[src/spi_master_settings.svh]
`ifndef SPI_MASTER_SETTINGS_SVH
`define SPI_MASTER_SETTINGS_SVH

// ============================
// SPI master build constants
// ============================

// aclk cycles per sck period
// Even, and no less than 4
`define SPI_CLK_RATIO 8

// Bits per SPI transfer
`define SPI_BYTE_BITS 8

// Half-period split of one sck period
// rise strobe at count 0, fall strobe at count SPI_CLK_RATIO/2
// Both strobes are one aclk wide

`endif

[src/byte_stream_pkg.sv]
`include "spi_master_settings.svh"

// ============================
// Stream side types
// ============================
package byte_stream_pkg;

    // One payload byte on either stream
    typedef logic [`SPI_BYTE_BITS-1:0] byte_t;

endpackage

[src/spi_link_pkg.sv]
`include "spi_master_settings.svh"

// ============================
// SPI bus side types
// ============================
package spi_link_pkg;

    // Bit position inside one transfer
    typedef logic [$clog2(`SPI_BYTE_BITS)-1:0] bit_idx_t;

    // sck divider count, 0 .. SPI_CLK_RATIO-1
    typedef logic [$clog2(`SPI_CLK_RATIO)-1:0] edge_cnt_t;

    // Transmit FSM
    typedef enum logic [2:0] {
        ST_RESET,   // one cycle out of reset
        ST_IDLE,    // ss high, waiting for a held byte
        ST_ALIGN,   // waiting for the next fall strobe
        ST_LEAD_IN, // ss low, bit 0 on mosi, sck still low
        ST_SHIFT    // sck toggling, eight periods per byte
    } tx_state_t;

endpackage

[src/rx_stream_out.sv]
`timescale 1ns/1ps

module rx_stream_out
    import byte_stream_pkg::*;
(
    input  logic  aclk,
    input  logic  aresetn,
    input  logic  byte_done,
    input  byte_t rx_byte,
    output byte_t m_axis_tdata,
    output logic  m_axis_tvalid,
    input  logic  m_axis_tready,
    output logic  stat_rx_overflow
);

    logic out_free;

    // Output slot empty or emptied this cycle
    assign out_free = !m_axis_tvalid || m_axis_tready;

    // ============================
    // Receive stream register
    // ============================
    always_ff @(posedge aclk) begin
        if (!aresetn) begin
            m_axis_tvalid <= 1'b0;
        end else if (byte_done) begin
            // New byte, or the held one still pending
            m_axis_tvalid <= 1'b1;
        end else if (m_axis_tready) begin
            m_axis_tvalid <= 1'b0;
        end
    end

    always_ff @(posedge aclk) begin
        if (byte_done && out_free) begin
            m_axis_tdata <= rx_byte;
        end
    end

    // Byte lost when nothing can take it
    always_ff @(posedge aclk) begin
        if (!aresetn) begin
            stat_rx_overflow <= 1'b0;
        end else begin
            stat_rx_overflow <= byte_done && !out_free;
        end
    end

    // ============================
    // Stream checks
    // ============================
    assert property (@(posedge aclk)
        $rose(aresetn) |-> !m_axis_tvalid)
        else $error("m_axis_tvalid high in first cycle after reset");

    assert property (@(posedge aclk) disable iff (!aresetn)
        m_axis_tvalid && !m_axis_tready |=> $stable(m_axis_tdata))
        else $error("m_axis_tdata changed while stalled");

    assert property (@(posedge aclk) disable iff (!aresetn)
        m_axis_tvalid |-> !$isunknown(m_axis_tdata))
        else $error("m_axis_tdata unknown while valid");

endmodule

[src/sck_edge_gen.sv]
`timescale 1ns/1ps
`include "spi_master_settings.svh"

module sck_edge_gen
    import spi_link_pkg::*;
(
    input  logic aclk,
    input  logic aresetn,
    output logic sck_rise,
    output logic sck_fall
);

    // Ratio sanity, checked once at elaboration start
    initial begin
        assert ((`SPI_CLK_RATIO % 2 == 0) && (`SPI_CLK_RATIO >= 4))
            else $error("SPI_CLK_RATIO must be even and at least 4");
    end

    edge_cnt_t edge_cnt;

    // ============================
    // Free-running divider
    // ============================
    always_ff @(posedge aclk) begin
        if (!aresetn) begin
            edge_cnt <= '0;
        end else if (edge_cnt == edge_cnt_t'(`SPI_CLK_RATIO - 1)) begin
            edge_cnt <= '0;
        end else begin
            edge_cnt <= edge_cnt + 1'b1;
        end
    end

    // Strobes, one cycle behind the count
    always_ff @(posedge aclk) begin
        if (!aresetn) begin
            sck_rise <= 1'b0;
            sck_fall <= 1'b0;
        end else begin
            sck_rise <= (edge_cnt == '0);
            // Half a period later
            sck_fall <= (edge_cnt == edge_cnt_t'(`SPI_CLK_RATIO / 2));
        end
    end

endmodule

[src/spi_master_top.sv]
`timescale 1ns/1ps

module spi_master_top
    import spi_link_pkg::*;
    import byte_stream_pkg::*;
(
    input  logic  aclk,
    input  logic  aresetn,
    input  byte_t s_axis_tdata,
    input  logic  s_axis_tvalid,
    output logic  s_axis_tready,
    output byte_t m_axis_tdata,
    output logic  m_axis_tvalid,
    input  logic  m_axis_tready,
    output logic  stat_rx_overflow,
    output logic  sck,
    output logic  ss,
    output logic  mosi,
    input  logic  miso
);

    // Divider strobes
    logic     sck_rise;
    logic     sck_fall;
    // Engine to capture and output stage
    logic     sample_strobe;
    bit_idx_t bit_idx;
    logic     byte_done;
    byte_t    rx_byte;

    // ============================
    // Pacing and transmit
    // ============================
    sck_edge_gen u_edge_gen (
        .aclk     (aclk),
        .aresetn  (aresetn),
        .sck_rise (sck_rise),
        .sck_fall (sck_fall)
    );

    spi_tx_engine u_tx_engine (
        .aclk          (aclk),
        .aresetn       (aresetn),
        .sck_rise      (sck_rise),
        .sck_fall      (sck_fall),
        .s_axis_tdata  (s_axis_tdata),
        .s_axis_tvalid (s_axis_tvalid),
        .s_axis_tready (s_axis_tready),
        .sck           (sck),
        .ss            (ss),
        .mosi          (mosi),
        .sample_strobe (sample_strobe),
        .bit_idx       (bit_idx),
        .byte_done     (byte_done)
    );

    // ============================
    // Receive
    // ============================
    spi_rx_capture u_rx_capture (
        .aclk          (aclk),
        .aresetn       (aresetn),
        .miso          (miso),
        .sample_strobe (sample_strobe),
        .bit_idx       (bit_idx),
        .rx_byte       (rx_byte)
    );

    rx_stream_out u_rx_out (
        .aclk             (aclk),
        .aresetn          (aresetn),
        .byte_done        (byte_done),
        .rx_byte          (rx_byte),
        .m_axis_tdata     (m_axis_tdata),
        .m_axis_tvalid    (m_axis_tvalid),
        .m_axis_tready    (m_axis_tready),
        .stat_rx_overflow (stat_rx_overflow)
    );

endmodule

[src/spi_rx_capture.sv]
`timescale 1ns/1ps

module spi_rx_capture
    import spi_link_pkg::*;
    import byte_stream_pkg::*;
(
    input  logic     aclk,
    input  logic     aresetn,
    input  logic     miso,
    input  logic     sample_strobe,
    input  bit_idx_t bit_idx,
    output byte_t    rx_byte
);

    // ============================
    // miso synchronizer
    // ============================
    logic miso_meta;
    logic miso_sync;

    // Two flops, pin is asynchronous to aclk
    always_ff @(posedge aclk) begin
        miso_meta <= miso;
        miso_sync <= miso_meta;
    end

    // ============================
    // Bit capture
    // ============================
    // Strobe sits one cycle after the fall strobe
    // so the synchronized sample is taken mid low half
    always_ff @(posedge aclk) begin
        if (sample_strobe) begin
            rx_byte[bit_idx] <= miso_sync;
        end
    end

    // Strobe and index fully driven once out of reset
    assert property (@(posedge aclk) disable iff (!aresetn)
        !$isunknown({sample_strobe, bit_idx}))
        else $error("sample_strobe or bit_idx unknown");

endmodule

[src/spi_tx_engine.sv]
`timescale 1ns/1ps

module spi_tx_engine
    import spi_link_pkg::*;
    import byte_stream_pkg::*;
(
    input  logic     aclk,
    input  logic     aresetn,
    input  logic     sck_rise,
    input  logic     sck_fall,
    input  byte_t    s_axis_tdata,
    input  logic     s_axis_tvalid,
    output logic     s_axis_tready,
    output logic     sck,
    output logic     ss,
    output logic     mosi,
    output logic     sample_strobe,
    output bit_idx_t bit_idx,
    output logic     byte_done
);

    tx_state_t state;
    tx_state_t state_next;

    // Half-period count within a byte
    // even = sck high, odd = sck low
    logic [$bits(bit_idx_t):0] half_cnt;

    byte_t hold_byte;
    logic  hold_valid;
    byte_t shift_byte;
    logic  last_rise;
    logic  tx_load;

    // Bit being driven or sampled
    assign bit_idx = half_cnt[$bits(bit_idx_t):1];

    // Rise strobe that closes the final low half of a byte
    assign last_rise = (state == ST_SHIFT) && sck_rise && (&half_cnt);

    // Holding register moves into the shifter
    assign tx_load = hold_valid && ((state == ST_IDLE) || last_rise);

    // ============================
    // Transmit FSM
    // ============================
    always_ff @(posedge aclk) begin
        if (!aresetn) begin
            state <= ST_RESET;
        end else begin
            state <= state_next;
        end
    end

    always_comb begin
        state_next = state;
        case (state)
            ST_RESET: state_next = ST_IDLE;
            ST_IDLE: begin
                // Skip align when already on a fall strobe
                if (hold_valid) begin
                    state_next = sck_fall ? ST_LEAD_IN : ST_ALIGN;
                end
            end
            ST_ALIGN: begin
                if (sck_fall) begin
                    state_next = ST_LEAD_IN;
                end
            end
            ST_LEAD_IN: begin
                if (sck_rise) begin
                    state_next = ST_SHIFT;
                end
            end
            ST_SHIFT: begin
                // Keep going when the next byte is already held
                if (last_rise && !hold_valid) begin
                    state_next = ST_IDLE;
                end
            end
            default: state_next = ST_RESET;
        endcase
    end

    // Wraps to zero at the last rise on back-to-back bytes
    always_ff @(posedge aclk) begin
        if (!aresetn) begin
            half_cnt <= '0;
        end else if (state == ST_SHIFT) begin
            if (sck_rise || sck_fall) begin
                half_cnt <= half_cnt + 1'b1;
            end
        end else begin
            half_cnt <= '0;
        end
    end

    // ============================
    // Transmit stream side
    // ============================
    always_ff @(posedge aclk) begin
        if (!aresetn) begin
            s_axis_tready <= 1'b0;
        end else if (s_axis_tready && s_axis_tvalid) begin
            // One dead cycle after each transfer
            s_axis_tready <= 1'b0;
        end else if (tx_load) begin
            s_axis_tready <= 1'b1;
        end else begin
            s_axis_tready <= !hold_valid;
        end
    end

    always_ff @(posedge aclk) begin
        if (!aresetn) begin
            hold_valid <= 1'b0;
        end else if (s_axis_tready && s_axis_tvalid) begin
            hold_valid <= 1'b1;
        end else if (tx_load) begin
            hold_valid <= 1'b0;
        end
    end

    always_ff @(posedge aclk) begin
        if (s_axis_tready && s_axis_tvalid) begin
            hold_byte <= s_axis_tdata;
        end
        if (tx_load) begin
            shift_byte <= hold_byte;
        end
    end

    // ============================
    // SPI pins and sample strobes
    // ============================
    always_ff @(posedge aclk) begin
        if (!aresetn) begin
            ss            <= 1'b1;
            sck           <= 1'b0;
            mosi          <= 1'b0;
            sample_strobe <= 1'b0;
            byte_done     <= 1'b0;
        end else begin
            ss  <= !((state == ST_LEAD_IN) || (state == ST_SHIFT));
            sck <= (state == ST_SHIFT) && !half_cnt[0];
            // Bit 0 already present during lead-in
            if ((state == ST_LEAD_IN) || (state == ST_SHIFT)) begin
                mosi <= shift_byte[bit_idx];
            end else begin
                mosi <= 1'b0;
            end
            sample_strobe <= (state == ST_SHIFT) && sck_fall;
            // End of byte, after the eighth sample
            byte_done <= sample_strobe && (&bit_idx);
        end
    end

    // Never ready with a full holding register
    assert property (@(posedge aclk) disable iff (!aresetn)
        s_axis_tready |-> !hold_valid)
        else $error("s_axis_tready high while holding register full");

    // sck parked low outside a select window
    assert property (@(posedge aclk) disable iff (!aresetn)
        ss |-> !sck)
        else $error("sck high while ss deasserted");

endmodule

[config.mk]
export PLATFORM = sky130hd
export DESIGN_NAME = spi_master_top
export DESIGN_NICKNAME = d
export VERILOG_FILES = /design/src/byte_stream_pkg.sv /design/src/spi_link_pkg.sv /design/src/rx_stream_out.sv /design/src/sck_edge_gen.sv /design/src/spi_master_top.sv /design/src/spi_rx_capture.sv /design/src/spi_tx_engine.sv
export VERILOG_INCLUDE_DIRS = /design/src
export SDC_FILE = /design/constraint.sdc
export NUM_CORES = 1
export LEC_CHECK = 0
export ABC_AREA = 1
export BUFFER_PORTS_ARGS = -buffer_cell sky130_fd_sc_hd__buf_2
export CAP_MARGIN = 20
export CELL_PAD_IN_SITES_DETAIL_PLACEMENT = 2
export CELL_PAD_IN_SITES_GLOBAL_PLACEMENT = 2
export CORE_UTILIZATION = 39
export DETAILED_ROUTE_END_ITERATION = 7
export PLACE_DENSITY_LB_ADDON = 0.1
export SYNTH_ARGS = -nofsm -noshare
export SYNTH_HDL_FRONTEND = slang
export SYNTH_HIERARCHICAL = 1
export SYNTH_SLANG_ARGS = --single-unit
[constraint.sdc]
create_clock -name aclk -period 4.4 [get_ports aclk]
set_input_delay 0.88 -clock aclk [delete_from_list [all_inputs] [get_ports aclk]]
set_output_delay 0.88 -clock aclk [all_outputs]
set_load 0.03 [all_outputs]
==> summary.txt <==
Setup path
  – Cell Chain, Critical Path: ha_1 -> nand2_1 -> nor2_2 -> a21boi_0 -> nor2_1
  – Crit. End Element: flip-flop
  – Worst path depth: 5
  – Worst path top cell family by delay: simple AND/OR/NAND/NOR gates
  – RR Startpoint: u_tx_engine/half_cnt[1]$_SDFFE_PN0P_
  – Reg2reg end: u_tx_engine/shift_byte[0]$_DFFE_PP_
  – Max stage delay on crit path: 520 ps
  – CP Launch Type: flip-flop
  – Crit-path slowest cell: dfxtp_1
  – WS Path Type: flip-flop to flip-flop
  – Reg2reg path depth: 5
  – FF-to-FF setup slack: 2400 ps
  – WP data arrival: 1940 ps
  – Worst-path fanout max: 10
  – Worst Path Buf+Inv: 0
  – Worst EP required: 4340 ps

STA
  – Worst slew margin: 49.8%
  – RSZ-0062 raised after global routing: false
  – Final hold violations: 0
  – Minimum clock period: 2000 ps
  – Layout Skew: 4.84 ps
  – Peak Freq: 500 MHz
  – TNS Setup: 0 ps
  – Max Transition Viols Final: 0
  – Final setup fails: 0
  – Worst slew pin tran: about 750 ps
  – Final period util: 45.4%

Die
  – Die area: 0.00554 mm^2
  – Initial core utilization: around two fifths
  – Die extent in y: 74.4 um
  – Core area: 0.00488 mm^2
  – Die width: ~74 um
  – Ports: 27
  – Row cnt: 25

GRT
  – Antenna violations before repair: 0
  – GRT overflow: 0
  – First-pass GRT wire length: 7.17 mm
  – Total track usage: between 10% and 20%
  – Vias in the first global route: about 1500
  – Largest net degree at the start of global routing: 16

Synthesis
  – Post-synthesis register bit count: 55
  – Top_reg_cell synth: edfxtp_1
  – Post-synthesis sequential area ratio: 69.5%
  – Synthesized area per cell: 10.6 um^2
  – Post-synth ARST share: 0%
  – Synthesized instance count: 192
  – Cell taking the most area after synthesis: edfxtp_1
  – Post-Synthesis Cell Area: 0.00204 mm^2
  – Syn Nets: 209
  – Post-synth top area share: a little under half
  – Synth warn: 6
  – Ranking of synthesized cells by area: edfxtp_1 (47%), dfxtp_1 (23%), nor2_1 (6.6%), nand2_1 (6.1%), inv_1 (5.1%)
  – EDFF count, synth: 32
  – Distinct cell type count after synthesis: 19

Hold path
  – Hold Path End: u_rx_capture/miso_sync$_DFF_P_
  – Worst hold path depth: 0
  – Hold path start: u_rx_capture/miso_meta$_DFF_P_
  – Tightest Hold Check Type: flip-flop to flip-flop

Layout
  – ANT cells: 0
  – Final Util: approximately 48%
  – Area growth syn-to-layout: 13.8%
  – Filler cells: 539
  – Final net count: about 240
  – Share of cells above drive strength 1: 16.6%
  – Fin area: 0.00233 mm^2

Flow run
  – Max_cap viols: 0

Status
  – Status: complete, no violations

Placement
  – HPWL after DPL: 3.52 mm
  – RD Place Congestion: 0.762
  – Post-placement cell area: 0.00224 mm^2
  – Port Buffer Count: 26

CTS
  – CTS tree: built
  – CTS Buf Count: 5
  – Hold Buf Count CTS: 0
  – Resize count post-CTS: 0
  – Htree depth: 2
  – Setup Buffers After CTS: 0
  – CTS root buf: clkbuf_8
  – CTS Sinks: 55
  – Max Buffers Root-to-Sink: 2
  – Latest clock arrival within the worst-skew pair: 300 ps
  – Reg clk slew, reported paths: 90 ps

Pwr
  – Peak VDD IR: 0.206 mV
  – Power per cell area: approximately 450 mW/mm^2
  – P_leak: approximately 0.94 nW

Route
  – DR DRC count: 0
  – Drt first-iter violations: 64
  – Routed vias/inst: ~4.8
  – Post-route ant nets: 0
  – Via count: roughly 1400
  – Routed Wire Length: about 4.3 mm
  – Routed WL per cell: 14.9 um
  – First-pass DRT Iterations: 3
[power by group]
| part | switching, mW | internal, mW | total, mW |
|---|---|---|---|
| combinational | 0.123 | 0.0547 | 0.177 |
| clock | 0.149 | 0.126 | 0.275 |
| sequential | 0.0180 | 0.576 | 0.594 |
[worst register-to-register path: stages, from the launching register on]
cell and delay [ps]:
dfxtp_1 520, ha_1 260, nand2_1 80, nor2_2 130, a21boi_0 130, nor2_1 520
[cells in the mapped netlist (2+ instances only)]
cell	number
nor2_2	2
dfxtp_1	23
a21oi_1	5
inv_1	28
o21ai_0	8
buf_4	3
nor2_1	36
ha_1	4
nand3_1	8
edfxtp_1	32
nand2_1	33
nor3_1	3
[worst max-delay path by stage]
stage | startpoint | to | slack, ps
3_3_place_gp | m_axis_tready | u_rx_out/m_axis_tdata[0]$_DFFE_PP_ | 2510
5_1_grt | u_tx_engine/half_cnt[1]$_SDFFE_PN0P_ | u_tx_engine/shift_byte[2]$_DFFE_PP_ | 2200
3_5_place_dp | m_axis_tready | u_rx_out/m_axis_tdata[0]$_DFFE_PP_ | 2390
6_report | u_tx_engine/half_cnt[1]$_SDFFE_PN0P_ | u_tx_engine/shift_byte[0]$_DFFE_PP_ | 2400
4_1_cts | u_tx_engine/half_cnt[1]$_SDFFE_PN0P_ | u_tx_engine/shift_byte[5]$_DFFE_PP_ | 2370
2_1_floorplan | m_axis_tready | u_rx_out/m_axis_tdata[0]$_DFFE_PP_ | 2670
[cell families (layout without fill, tap and decap cells)]
logic type                 after synthesis  count (layout)  synth area share [%]
buffers and inverters                   31              62                  6.24
and+or+nand+nor                         86              86                  17.5
DFF                                     55              55                  69.5
adders and majority gates                4               4                  2.45
AOI/OAI and AO/OA                       16              16                  4.28
[through the flow]
step,power [mW],worst slack [ps],hold slack [ps],std cells
floorplan,0.726,2670,310,192
global placement,0.764,2510,310,282
detailed placement,0.788,2390,317,282
CTS,1.06,2370,333,290
global route,1.11,2200,331,290
finish,1.05,2400,329,290
[flip-flops by register name (all words and copies together), names as in the netlist]
register,flops
u_edge_gen/edge_cnt,3
u_tx_engine/state,3
u_rx_out/m_axis_tdata,8
u_rx_capture/rx_byte,8
u_tx_engine/hold_valid,1
u_rx_out/stat_rx_overflow,1
u_tx_engine/sample_strobe,1
u_rx_capture/miso_sync,1
u_tx_engine/sck,1
u_tx_engine/hold_byte,8
u_tx_engine/shift_byte,8
u_tx_engine/ss,1
u_tx_engine/s_axis_tready,1
u_tx_engine/mosi,1
u_tx_engine/byte_done,1
u_edge_gen/sck_rise,1
u_rx_capture/miso_meta,1
u_tx_engine/half_cnt,4
u_edge_gen/sck_fall,1
u_rx_out/m_axis_tvalid,1
[area by class of cell]
cell class / count / area [um^2] / area share (%)
multi-input cells: 106 / 495 / 21.3
clock buffers: 7 / 86.3 / 3.71
well taps: 67 / 83.8 / 3.60
inverters: 28 / 105 / 4.52
repair buffers: 26 / 130 / 5.59
flip-flops and latches: 55 / 1420 / 61.1
clock inverters: 1 / 3.75 / 0.161
[layer usage]
layer,up-vias,GRT usage [%],share of wire [%]
met4,0,9.01,2.2
li1,672,-,-
met3,6,4.74,3.8
met1,681,18.4,39
met5,-,0,0
met2,29,34.4,56
[cells in the final DEF, fill, tap and decap left out, types with 2 or more instances in the layout]
cell      count
a21oi_1       5
dfxtp_1      23
nor2_1       36
nor3_1        3
nand2_1      33
o21ai_0       8
ha_1          4
inv_1        28
clkbuf_8      6
edfxtp_1     32
nor2_2        2
buf_2        26
nand3_1       8
Power figures use the tool's default switching activity.
